<file path="src/logic/tetris_pkg.sv">
package tetris_pkg;

	////////////////////////////////////////////////////////////
	// Board geometry

	localparam int WELL_COLS = 10;	// Well width in cells
	localparam int WELL_ROWS = 20;	// Well depth in cells
	localparam int WELL_X0 = 10;	// Board column of the left wall
	localparam int WELL_Y0 = 5;	// Board row of the top edge

	typedef logic [5:0] col_t;	// Board column
	typedef logic [4:0] row_t;	// Board row
	typedef logic [10:0] addr_t;	// Row in the upper bits, column below
	typedef logic [2:0] color_t;	// Zero is an empty cell

	////////////////////////////////////////////////////////////
	// Pieces

	typedef logic [1:0] off_t;	// Offset inside the 4x4 shape box
	typedef logic [2:0] kind_t;	// I O J L S Z T as 1 to 7
	typedef logic [1:0] rot_t;

	// Spawn corner of the shape box, relative to the well
	localparam int SPAWN_X = 3;
	localparam int SPAWN_Y = 0;

	////////////////////////////////////////////////////////////
	// Frame schedule

	typedef logic [5:0] step_t;	// Zero while idle

	// Each check spans six steps from its base
	localparam step_t STEP_CHK_DOWN = 6'd1;
	localparam step_t STEP_CHK_LEFT = 6'd7;
	localparam step_t STEP_CHK_RIGHT = 6'd13;
	localparam step_t STEP_CHK_ROT = 6'd19;
	localparam step_t STEP_ERASE = 6'd25;	// Four erase writes
	localparam step_t STEP_UPDATE = 6'd29;	// Move, rotate or spawn
	localparam step_t STEP_DRAW = 6'd30;	// Four draw writes
	localparam step_t STEP_LAST = 6'd34;

endpackage

</file>
<file path="src/logic/shape_rom.sv">
`timescale 1ns/1ps

module shape_rom (
	input  tetris_pkg::kind_t      kind,
	input  tetris_pkg::rot_t       rot,
	output tetris_pkg::off_t [3:0] dx,
	output tetris_pkg::off_t [3:0] dy
);

	logic [15:0] cells;	// Four (x, y) pairs, cell 0 in the top bits

	always_comb
	begin
		case ({kind, rot})
			// I
			{3'd1, 2'd0}: cells = {2'd0, 2'd1, 2'd1, 2'd1, 2'd2, 2'd1, 2'd3, 2'd1};
			{3'd1, 2'd1}: cells = {2'd2, 2'd0, 2'd2, 2'd1, 2'd2, 2'd2, 2'd2, 2'd3};
			{3'd1, 2'd2}: cells = {2'd0, 2'd2, 2'd1, 2'd2, 2'd2, 2'd2, 2'd3, 2'd2};
			{3'd1, 2'd3}: cells = {2'd1, 2'd0, 2'd1, 2'd1, 2'd1, 2'd2, 2'd1, 2'd3};
			// O, same in every rotation
			{3'd2, 2'd0}, {3'd2, 2'd1}, {3'd2, 2'd2}, {3'd2, 2'd3}:
				cells = {2'd1, 2'd0, 2'd2, 2'd0, 2'd1, 2'd1, 2'd2, 2'd1};
			// J
			{3'd3, 2'd0}: cells = {2'd0, 2'd0, 2'd0, 2'd1, 2'd1, 2'd1, 2'd2, 2'd1};
			{3'd3, 2'd1}: cells = {2'd1, 2'd0, 2'd2, 2'd0, 2'd1, 2'd1, 2'd1, 2'd2};
			{3'd3, 2'd2}: cells = {2'd0, 2'd1, 2'd1, 2'd1, 2'd2, 2'd1, 2'd2, 2'd2};
			{3'd3, 2'd3}: cells = {2'd1, 2'd0, 2'd1, 2'd1, 2'd0, 2'd2, 2'd1, 2'd2};
			// L
			{3'd4, 2'd0}: cells = {2'd2, 2'd0, 2'd0, 2'd1, 2'd1, 2'd1, 2'd2, 2'd1};
			{3'd4, 2'd1}: cells = {2'd1, 2'd0, 2'd1, 2'd1, 2'd1, 2'd2, 2'd2, 2'd2};
			{3'd4, 2'd2}: cells = {2'd0, 2'd1, 2'd1, 2'd1, 2'd2, 2'd1, 2'd0, 2'd2};
			{3'd4, 2'd3}: cells = {2'd0, 2'd0, 2'd1, 2'd0, 2'd1, 2'd1, 2'd1, 2'd2};
			// S
			{3'd5, 2'd0}: cells = {2'd1, 2'd0, 2'd2, 2'd0, 2'd0, 2'd1, 2'd1, 2'd1};
			{3'd5, 2'd1}: cells = {2'd1, 2'd0, 2'd1, 2'd1, 2'd2, 2'd1, 2'd2, 2'd2};
			{3'd5, 2'd2}: cells = {2'd1, 2'd1, 2'd2, 2'd1, 2'd0, 2'd2, 2'd1, 2'd2};
			{3'd5, 2'd3}: cells = {2'd0, 2'd0, 2'd0, 2'd1, 2'd1, 2'd1, 2'd1, 2'd2};
			// Z
			{3'd6, 2'd0}: cells = {2'd0, 2'd0, 2'd1, 2'd0, 2'd1, 2'd1, 2'd2, 2'd1};
			{3'd6, 2'd1}: cells = {2'd2, 2'd0, 2'd1, 2'd1, 2'd2, 2'd1, 2'd1, 2'd2};
			{3'd6, 2'd2}: cells = {2'd0, 2'd1, 2'd1, 2'd1, 2'd1, 2'd2, 2'd2, 2'd2};
			{3'd6, 2'd3}: cells = {2'd1, 2'd0, 2'd0, 2'd1, 2'd1, 2'd1, 2'd0, 2'd2};
			// T
			{3'd7, 2'd0}: cells = {2'd1, 2'd0, 2'd0, 2'd1, 2'd1, 2'd1, 2'd2, 2'd1};
			{3'd7, 2'd1}: cells = {2'd1, 2'd0, 2'd1, 2'd1, 2'd2, 2'd1, 2'd1, 2'd2};
			{3'd7, 2'd2}: cells = {2'd0, 2'd1, 2'd1, 2'd1, 2'd2, 2'd1, 2'd1, 2'd2};
			{3'd7, 2'd3}: cells = {2'd1, 2'd0, 2'd0, 2'd1, 2'd1, 2'd1, 2'd1, 2'd2};
			default: cells = '0;	// Kind 0 never reaches here
		endcase

		// Split the pairs into the two offset vectors
		for (int i = 0; i < 4; i++)
		begin
			dx[i] = cells[15 - 4 * i -: 2];
			dy[i] = cells[13 - 4 * i -: 2];
		end
	end

endmodule

</file>
<file path="src/logic/frame_sequencer.sv">
`timescale 1ns/1ps

module frame_sequencer #(
	parameter int GRAVITY_FRAMES = 4
) (
	input  logic              clk,
	input  logic              arst_n,
	input  logic              frame,
	input  logic              btn_left,
	input  logic              btn_right,
	input  logic              btn_rot,
	output logic              busy,
	output tetris_pkg::step_t step,
	output logic              gravity_due,
	output logic              req_left,
	output logic              req_right,
	output logic              req_rot
);
	import tetris_pkg::*;

	localparam int GRAV_W = $clog2(GRAVITY_FRAMES + 1);

	logic [GRAV_W-1:0] grav_cnt;	// Accepted frames since the last fall try
	logic              frame_start;

	assign busy = (step != '0);
	assign frame_start = frame && !busy;	// Pulses inside a frame are dropped

	// Step counter, 1 to STEP_LAST then idle
	always_ff @(posedge clk or negedge arst_n)
	begin
		if (!arst_n)
			step <= '0;
		else if (frame_start)
			step <= STEP_CHK_DOWN;
		else if (step == STEP_LAST)
			step <= '0;
		else if (busy)
			step <= step + 6'd1;
	end

	////////////////////////////////////////////////////////////
	// Per frame state, captured once at frame start

	always_ff @(posedge clk or negedge arst_n)
	begin
		if (!arst_n)
		begin
			grav_cnt <= '0;
			gravity_due <= 1'b0;
			req_left <= 1'b0;
			req_right <= 1'b0;
			req_rot <= 1'b0;
		end
		else if (frame_start)
		begin
			req_left <= btn_left;	// Button levels sampled here only
			req_right <= btn_right;
			req_rot <= btn_rot;
			// Wrap of the divider marks a gravity frame
			if (grav_cnt == GRAV_W'(GRAVITY_FRAMES - 1))
			begin
				grav_cnt <= '0;
				gravity_due <= 1'b1;
			end
			else
			begin
				grav_cnt <= grav_cnt + 1'b1;
				gravity_due <= 1'b0;
			end
		end
	end

endmodule

</file>
<file path="src/logic/collision_checker.sv">
`timescale 1ns/1ps

module collision_checker (
	input  logic                   clk,
	input  logic                   arst_n,
	input  tetris_pkg::step_t      step,
	input  tetris_pkg::col_t       pos_x,
	input  tetris_pkg::row_t       pos_y,
	input  tetris_pkg::kind_t      kind,
	input  tetris_pkg::rot_t       rot,
	input  tetris_pkg::col_t [3:0] cur_x,
	input  tetris_pkg::row_t [3:0] cur_y,
	input  tetris_pkg::color_t     rd_data,
	output tetris_pkg::addr_t      rd_addr,
	output logic                   can_down,
	output logic                   can_left,
	output logic                   can_right,
	output logic                   can_rot
);
	import tetris_pkg::*;

	localparam logic [1:0] CHK_DOWN = 2'd0;
	localparam logic [1:0] CHK_LEFT = 2'd1;
	localparam logic [1:0] CHK_RIGHT = 2'd2;
	localparam logic [1:0] CHK_ROT = 2'd3;

	rot_t             next_rot;
	off_t [3:0]       rot_dx;
	off_t [3:0]       rot_dy;
	logic [1:0]       sel;	// Active check
	step_t            base;
	step_t            rel;
	logic [1:0]       idx;	// Candidate cell being addressed
	logic             issue;
	col_t             cand_x;
	row_t             cand_y;
	logic             oob;
	logic             own;
	logic [3:0]       can_flags;
	logic             pend_valid;	// A read is coming back this cycle
	logic [1:0]       pend_sel;
	logic             pend_oob;
	logic             pend_own;

	assign next_rot = rot + 2'd1;

	// Shape of the rotation candidate
	shape_rom shape_rom_inst (
		.kind(kind),
		.rot (next_rot),
		.dx  (rot_dx),
		.dy  (rot_dy)
	);

	////////////////////////////////////////////////////////////
	// Which check owns this step

	always_comb
	begin
		if (step >= STEP_CHK_ROT)
		begin
			sel = CHK_ROT;
			base = STEP_CHK_ROT;
		end
		else if (step >= STEP_CHK_RIGHT)
		begin
			sel = CHK_RIGHT;
			base = STEP_CHK_RIGHT;
		end
		else if (step >= STEP_CHK_LEFT)
		begin
			sel = CHK_LEFT;
			base = STEP_CHK_LEFT;
		end
		else
		begin
			sel = CHK_DOWN;
			base = STEP_CHK_DOWN;
		end
		rel = step - base;
		issue = (step >= STEP_CHK_DOWN) && (rel < 6'd4);	// Base plus 0 to 3
		idx = rel[1:0];
	end

	// Candidate cell, bounds and own-cell test
	always_comb
	begin
		cand_x = cur_x[idx];
		cand_y = cur_y[idx];
		case (sel)
			CHK_DOWN:  cand_y = cur_y[idx] + 5'd1;
			CHK_LEFT:  cand_x = cur_x[idx] - 6'd1;
			CHK_RIGHT: cand_x = cur_x[idx] + 6'd1;
			default:
			begin
				cand_x = pos_x + col_t'(rot_dx[idx]);	// Same corner, next shape
				cand_y = pos_y + row_t'(rot_dy[idx]);
			end
		endcase
		oob = (cand_x < col_t'(WELL_X0)) || (cand_x >= col_t'(WELL_X0 + WELL_COLS))
			|| (cand_y >= row_t'(WELL_Y0 + WELL_ROWS));
		own = 1'b0;
		// Cells of the piece itself never block
		for (int i = 0; i < 4; i++)
			if ((cur_x[i] == cand_x) && (cur_y[i] == cand_y))
				own = 1'b1;
	end

	assign rd_addr = {cand_y, cand_x};

	////////////////////////////////////////////////////////////
	// Flags, set at the base step and cleared by a blocking cell

	always_ff @(posedge clk or negedge arst_n)
	begin
		if (!arst_n)
		begin
			can_flags <= '0;
			pend_valid <= 1'b0;
			pend_sel <= CHK_DOWN;
			pend_oob <= 1'b0;
			pend_own <= 1'b0;
		end
		else
		begin
			pend_valid <= issue;	// Board answers one clock later
			pend_sel <= sel;
			pend_oob <= oob;
			pend_own <= own;
			if (issue && (idx == 2'd0))
				can_flags[sel] <= 1'b1;
			if (pend_valid && (pend_oob || ((rd_data != '0) && !pend_own)))
				can_flags[pend_sel] <= 1'b0;
		end
	end

	assign can_down = can_flags[CHK_DOWN];
	assign can_left = can_flags[CHK_LEFT];
	assign can_right = can_flags[CHK_RIGHT];
	assign can_rot = can_flags[CHK_ROT];

endmodule

</file>
<file path="src/logic/piece_state.sv">
`timescale 1ns/1ps

module piece_state (
	input  logic                   clk,
	input  logic                   arst_n,
	input  tetris_pkg::step_t      step,
	input  logic                   gravity_due,
	input  logic                   req_left,
	input  logic                   req_right,
	input  logic                   req_rot,
	input  logic                   can_down,
	input  logic                   can_left,
	input  logic                   can_right,
	input  logic                   can_rot,
	output tetris_pkg::col_t       pos_x,
	output tetris_pkg::row_t       pos_y,
	output tetris_pkg::rot_t       rot,
	output tetris_pkg::kind_t      kind,
	output tetris_pkg::col_t [3:0] cur_x,
	output tetris_pkg::row_t [3:0] cur_y,
	output logic                   lock
);
	import tetris_pkg::*;

	// Box corner in board coordinates, so a left shift never goes negative
	localparam col_t SPAWN_COL = col_t'(WELL_X0 + SPAWN_X);
	localparam row_t SPAWN_ROW = row_t'(WELL_Y0 + SPAWN_Y);

	off_t [3:0] dx;
	off_t [3:0] dy;
	kind_t      next_kind;	// Free running 1 to 7

	shape_rom shape_rom_inst (
		.kind(kind),
		.rot (rot),
		.dx  (dx),
		.dy  (dy)
	);

	// Absolute board cells of the piece
	always_comb
	begin
		for (int i = 0; i < 4; i++)
		begin
			cur_x[i] = pos_x + col_t'(dx[i]);
			cur_y[i] = pos_y + row_t'(dy[i]);
		end
	end

	// Flags are stable from the erase step to the end of the frame
	assign lock = gravity_due && !can_down && (step >= STEP_ERASE);

	////////////////////////////////////////////////////////////
	// Piece registers

	always_ff @(posedge clk or negedge arst_n)
	begin
		if (!arst_n)
		begin
			pos_x <= SPAWN_COL;
			pos_y <= SPAWN_ROW;
			rot <= '0;
			kind <= 3'd1;
			next_kind <= 3'd1;
		end
		else
		begin
			if (step == STEP_CHK_DOWN)	// Once per accepted frame
				next_kind <= (next_kind == 3'd7) ? 3'd1 : next_kind + 3'd1;
			if (step == STEP_UPDATE)
			begin
				// One action per frame, gravity first
				if (gravity_due && can_down)
					pos_y <= pos_y + 5'd1;
				else if (lock)
				begin
					kind <= next_kind;	// Old cells stay on the board
					rot <= '0;
					pos_x <= SPAWN_COL;
					pos_y <= SPAWN_ROW;
				end
				else if (req_rot && can_rot)
					rot <= rot + 2'd1;
				else if (req_left && can_left)
					pos_x <= pos_x - 6'd1;
				else if (req_right && can_right)
					pos_x <= pos_x + 6'd1;
			end
		end
	end

endmodule

</file>
<file path="src/logic/board_writer.sv">
`timescale 1ns/1ps

module board_writer (
	input  logic                   clk,
	input  logic                   arst_n,
	input  tetris_pkg::step_t      step,
	input  logic                   lock,
	input  tetris_pkg::col_t [3:0] cur_x,
	input  tetris_pkg::row_t [3:0] cur_y,
	input  tetris_pkg::kind_t      kind,
	output tetris_pkg::addr_t      wr_addr,
	output tetris_pkg::color_t     wr_data,
	output logic                   wr_en
);
	import tetris_pkg::*;

	logic       erase;
	logic       draw;
	step_t      rel;
	logic [1:0] idx;	// Cell written next

	always_comb
	begin
		erase = (step >= STEP_ERASE) && (step < STEP_UPDATE) && !lock;	// Locked cells stay
		draw = (step >= STEP_DRAW) && (step < STEP_LAST);
		rel = erase ? (step - STEP_ERASE) : (step - STEP_DRAW);
		idx = rel[1:0];
	end

	always_ff @(posedge clk or negedge arst_n)
	begin
		if (!arst_n)
			wr_en <= 1'b0;
		else
			wr_en <= erase || draw;	// Write lands one step later
	end

	// Draw sees the piece after the update step
	always_ff @(posedge clk)
	begin
		wr_addr <= {cur_y[idx], cur_x[idx]};
		wr_data <= draw ? color_t'(kind) : '0;	// Kind is the colour
	end

endmodule

</file>
<file path="src/logic/tetris_game.sv">
`timescale 1ns/1ps

module tetris_game #(
	parameter int GRAVITY_FRAMES = 4	// Frames per fall try
) (
	input  logic               clk,
	input  logic               arst_n,
	input  logic               frame,
	input  logic               btn_left,
	input  logic               btn_right,
	input  logic               btn_rot,
	input  tetris_pkg::color_t rd_data,
	output logic               busy,
	output tetris_pkg::addr_t  rd_addr,
	output tetris_pkg::addr_t  wr_addr,
	output tetris_pkg::color_t wr_data,
	output logic               wr_en
);
	import tetris_pkg::*;

	step_t      step;
	logic       gravity_due;
	logic       req_left;	// Buttons held for the frame
	logic       req_right;
	logic       req_rot;
	col_t       pos_x;
	row_t       pos_y;
	rot_t       rot;
	kind_t      kind;
	col_t [3:0] cur_x;	// Current cells on the board
	row_t [3:0] cur_y;
	logic       lock;
	logic       can_down;
	logic       can_left;
	logic       can_right;
	logic       can_rot;

	////////////////////////////////////////////////////////////
	// Schedule and gravity

	frame_sequencer #(
		.GRAVITY_FRAMES(GRAVITY_FRAMES)
	) frame_sequencer_inst (
		.clk        (clk),
		.arst_n     (arst_n),
		.frame      (frame),
		.btn_left   (btn_left),
		.btn_right  (btn_right),
		.btn_rot    (btn_rot),
		.busy       (busy),
		.step       (step),
		.gravity_due(gravity_due),
		.req_left   (req_left),
		.req_right  (req_right),
		.req_rot    (req_rot)
	);

	////////////////////////////////////////////////////////////
	// Board reads, piece, board writes

	collision_checker collision_checker_inst (
		.clk      (clk),
		.arst_n   (arst_n),
		.step     (step),
		.pos_x    (pos_x),
		.pos_y    (pos_y),
		.kind     (kind),
		.rot      (rot),
		.cur_x    (cur_x),
		.cur_y    (cur_y),
		.rd_data  (rd_data),
		.rd_addr  (rd_addr),
		.can_down (can_down),
		.can_left (can_left),
		.can_right(can_right),
		.can_rot  (can_rot)
	);

	piece_state piece_state_inst (
		.clk        (clk),
		.arst_n     (arst_n),
		.step       (step),
		.gravity_due(gravity_due),
		.req_left   (req_left),
		.req_right  (req_right),
		.req_rot    (req_rot),
		.can_down   (can_down),
		.can_left   (can_left),
		.can_right  (can_right),
		.can_rot    (can_rot),
		.pos_x      (pos_x),
		.pos_y      (pos_y),
		.rot        (rot),
		.kind       (kind),
		.cur_x      (cur_x),
		.cur_y      (cur_y),
		.lock       (lock)
	);

	board_writer board_writer_inst (
		.clk    (clk),
		.arst_n (arst_n),
		.step   (step),
		.lock   (lock),
		.cur_x  (cur_x),
		.cur_y  (cur_y),
		.kind   (kind),
		.wr_addr(wr_addr),
		.wr_data(wr_data),
		.wr_en  (wr_en)
	);

endmodule

</file>
<file path="config.mk">
export PLATFORM = sky130hd
export DESIGN_NAME = tetris_game
export DESIGN_NICKNAME = d
export VERILOG_FILES = /design/src/logic/tetris_pkg.sv /design/src/logic/shape_rom.sv /design/src/logic/frame_sequencer.sv /design/src/logic/collision_checker.sv /design/src/logic/piece_state.sv /design/src/logic/board_writer.sv /design/src/logic/tetris_game.sv
export SDC_FILE = /design/constraint.sdc
export NUM_CORES = 1
export LEC_CHECK = 0
export BUFFER_PORTS_ARGS = -buffer_cell sky130_fd_sc_hd__buf_2
export CAP_MARGIN = 0
export CORE_MARGIN = 8
export CORE_UTILIZATION = 65
export DETAILED_ROUTE_END_ITERATION = 8
export PLACE_DENSITY_LB_ADDON = 0.12
export SLEW_MARGIN = 20
export SYNTH_ARGS = -nofsm -noshare
export SYNTH_HDL_FRONTEND = slang
export SYNTH_SLANG_ARGS = --single-unit
</file>
<file path="constraint.sdc">
create_clock -name clk -period 18.02 [get_ports clk]
set_input_delay 1.802 -clock clk [delete_from_list [all_inputs] [get_ports clk]]
set_output_delay 1.802 -clock clk [all_outputs]
set_load 0.05 [all_outputs]
</file>
==> results.toml <==
[synthesis]
yosysTopAreaCell = "dfrtp_1"
ys_seq_area_share_pct = 18.0
synth_edf_count = 0
synth_seq_cells = 56
syn-cell-area_um2 = 7460
syn_inst = 919
synth_top_area_share_pct = 11.7
syn_nets = 996
ys_types = 96
async_flop_share_pct = 75.0
synth_top_flop_cell = "dfrtp_1"
avgSynthCellArea_um2 = 8.12
synthTopCellsByArea = "dfrtp_1, ha_1, xnor2_1"
yosys_warnings = 0

[routing]
ant_nets = 0
drt-total-wl_mm = 22.3
avgViaCountPerCell = 6.89
drc = 0
dr_total_vias = 7271
routedWlPerCell_um = 21.2
drtIter0Drc = 906
firstDrtPassIters = 5

[cells_and_area]
antenna_cells = 0
drive_above_1_share_pct = 13.5
final-seq-area_um2 = 1340
area_growth_pct = 3.54
layout_commonest_cell = "nand2_1"
fillers = 915
mostFrequentLayoutCells = "nand2_1, a21oi_1, o21ai_0"
nNetsFinal = 989
fin_util_pct = 68.2
multi_input_area_um2 = 5580

[global_routing]
first_global_vias = 6917
antenna_found_initial = 0
grt_max_degree = 43
grt-ovfl-total = 0
grt_util_all_layers_pct = 29.7
grt_pass1_wl_mm = 35.7

[timing]
min_period_ps = 8570
max_freq_ghz = 0.117
finClkSkew_ps = 9.62
setup_viol = 0
period_share_pct = 47.5
final.setup.tns_ps = 0
slew_headroom_pct = 36.3
hold_viol_final = 0
rsz0062_at_grt = "false"
worst_pin_slew_ps = 956
finalMaxSlewViolations = 0

[worst_setup_path]
worst_ep_required_time_ps = 16220
arrival_ps = 6770
startpoint_type = "flop"
r2r_start = "piece_state_inst.rot[0]"
cp_max_fo = 19
critPathKind = "flop to output pin"
cp-end-kind = "output pin"
crit_path_start = "piece_state_inst.rot[0]"

[floorplan]
pin_count = 36
initial_core_util_pct = 65.9
die_area_um2 = 15200
die_h_um = 123
design.core.area_um2 = 11300
die_w_um = 123
num_rows = 39

[cts]
clk_latency_ps = 310
post-cts-setup-buffer-count = 0
numCtsBuffers = 5
cts_tree = "built"
root_buffer = "clkbuf_16"
cts.path.max_buffers = 2
clk_pin_slew_ps = 80
htree_levels = 2
clock_sinks = 56
cts.repair.resized = 0
holdBufCountCts = 0

[run_status]
outcome = "finished, final reports clean"

[place]
numPortBuffers = 35
place_congestion = 0.959
place_hpwl_mm = 17.0

[worst_hold_path]
hold_path.class = "flop to flop"
hold_start = "frame_sequencer_inst.grav_cnt[2]"

[flow_run]
maxCapViolCount = 0
[area by class of cell]
cell class / instances / area share, %
tap: 143 / 2.32
clock buffer: 6 / 1.67
inverter: 57 / 2.77
timing repair buffer: 41 / 2.85
clock inverter: 2 / 0.778
multi-input combinational: 751 / 72.3
sequential: 56 / 17.3
[Yosys cell counts (all sizes together) (14+ instances only)]
library cell and count:
buf 19, mux4 16, nor2 62, dfxtp 14, xnor2 49, clkbuf 36, o21ai 69, and2 14
nor2b 15, nand2b 22, xor2 14, nand3 29, ha 55, a21oi 71, inv 56, nor3 35
nand2 88, dfrtp 35
[worst max-delay path, stage by stage (launching register included)]
cell and delay (ps):
dfrtp_1 780, clkinv_1 560, ha_1 580, nand2b_1 260, o211ai_1 150, nand2_1 100, o311ai_0 130, o31ai_1 120
ha_1 260, inv_1 80, fa_1 460, mux4_2 580, xnor2_1 160, ha_1 400, a2111o_1 520, a21oi_4 150
nor3_2 70, a2111oi_4 400, nor3_1 100, a21oi_1 250, buf_2 320
[state kept, by name, summed over array words and instances (netlist names)]
| signal | flops |
|---|---|
| piece_state_inst.kind | 3 |
| piece_state_inst.rot | 2 |
| collision_checker_inst.can_flags | 4 |
| piece_state_inst.next_kind | 3 |
| frame_sequencer_inst.gravity_due | 1 |
| collision_checker_inst.pend_own | 1 |
| frame_sequencer_inst.req_right | 1 |
| frame_sequencer_inst.req_left | 1 |
| piece_state_inst.pos_x | 6 |
| frame_sequencer_inst.req_rot | 1 |
| collision_checker_inst.pend_oob | 1 |
| frame_sequencer_inst.grav_cnt | 3 |
| board_writer_inst.wr_en | 1 |
| board_writer_inst.wr_data | 3 |
| piece_state_inst.pos_y | 5 |
| frame_sequencer_inst.step | 6 |
| board_writer_inst.wr_addr | 11 |
| collision_checker_inst.pend_valid | 1 |
| collision_checker_inst.pend_sel | 2 |
[cell families (layout without fill, tap and decap cells)]
kind of cell,Yosys count,after routing,synth area share [%]
XOR/XNOR,63,63,7.60
multiplexers,36,36,7.68
adder cells (fa/ha/maj),69,69,12.8
AND/OR/NAND/NOR,301,301,20.1
flip-flops,56,56,18.0
buffers and inverters,112,106,7.28
AO/OA/AOI/OAI,282,282,26.5
[per-layer routing]
layer,global-route usage [%],part of all wire [%]
met5,0,0
met4,13.5,3.7
met3,4.20,6.9
met2,49.2,48
met1,37.6,41
[final timing paths]
kind / to / slack [ps] / cells past startpoint
worst max-delay path: rd_addr[5] / 9450 / 20
worst min-delay path: frame_sequencer_inst.grav_cnt[2] / 490 / 1
worst max register to register: collision_checker_inst.pend_own / 10670 / 23
worst min register to register: frame_sequencer_inst.grav_cnt[2] / 490 / 1
max in group asynchronous: frame_sequencer_inst.grav_cnt[1] / 15790 / 1
min in group asynchronous: piece_state_inst.rot[1] / 1640 / 1
[through the flow]
| step | cell area, um2 | std cells | setup slack (ps) | hold slack, ps |
|---|---|---|---|---|
| final | 7720 | 1056 | 9450 | 490 |
| after global routing | 7720 | 1056 | 9180 | 499 |
| after CTS | 7720 | 1056 | 9620 | 490 |
| after detailed placement | 7530 | 1048 | 9970 | 473 |
| after global placement | 7530 | 1048 | 10130 | 466 |
| after floorplan | 7460 | 919 | 10610 | 441 |
Power is left out: the tool's default activity adds up to more than one toggle a clock period on the data nets, which glitch-free logic cannot reach.
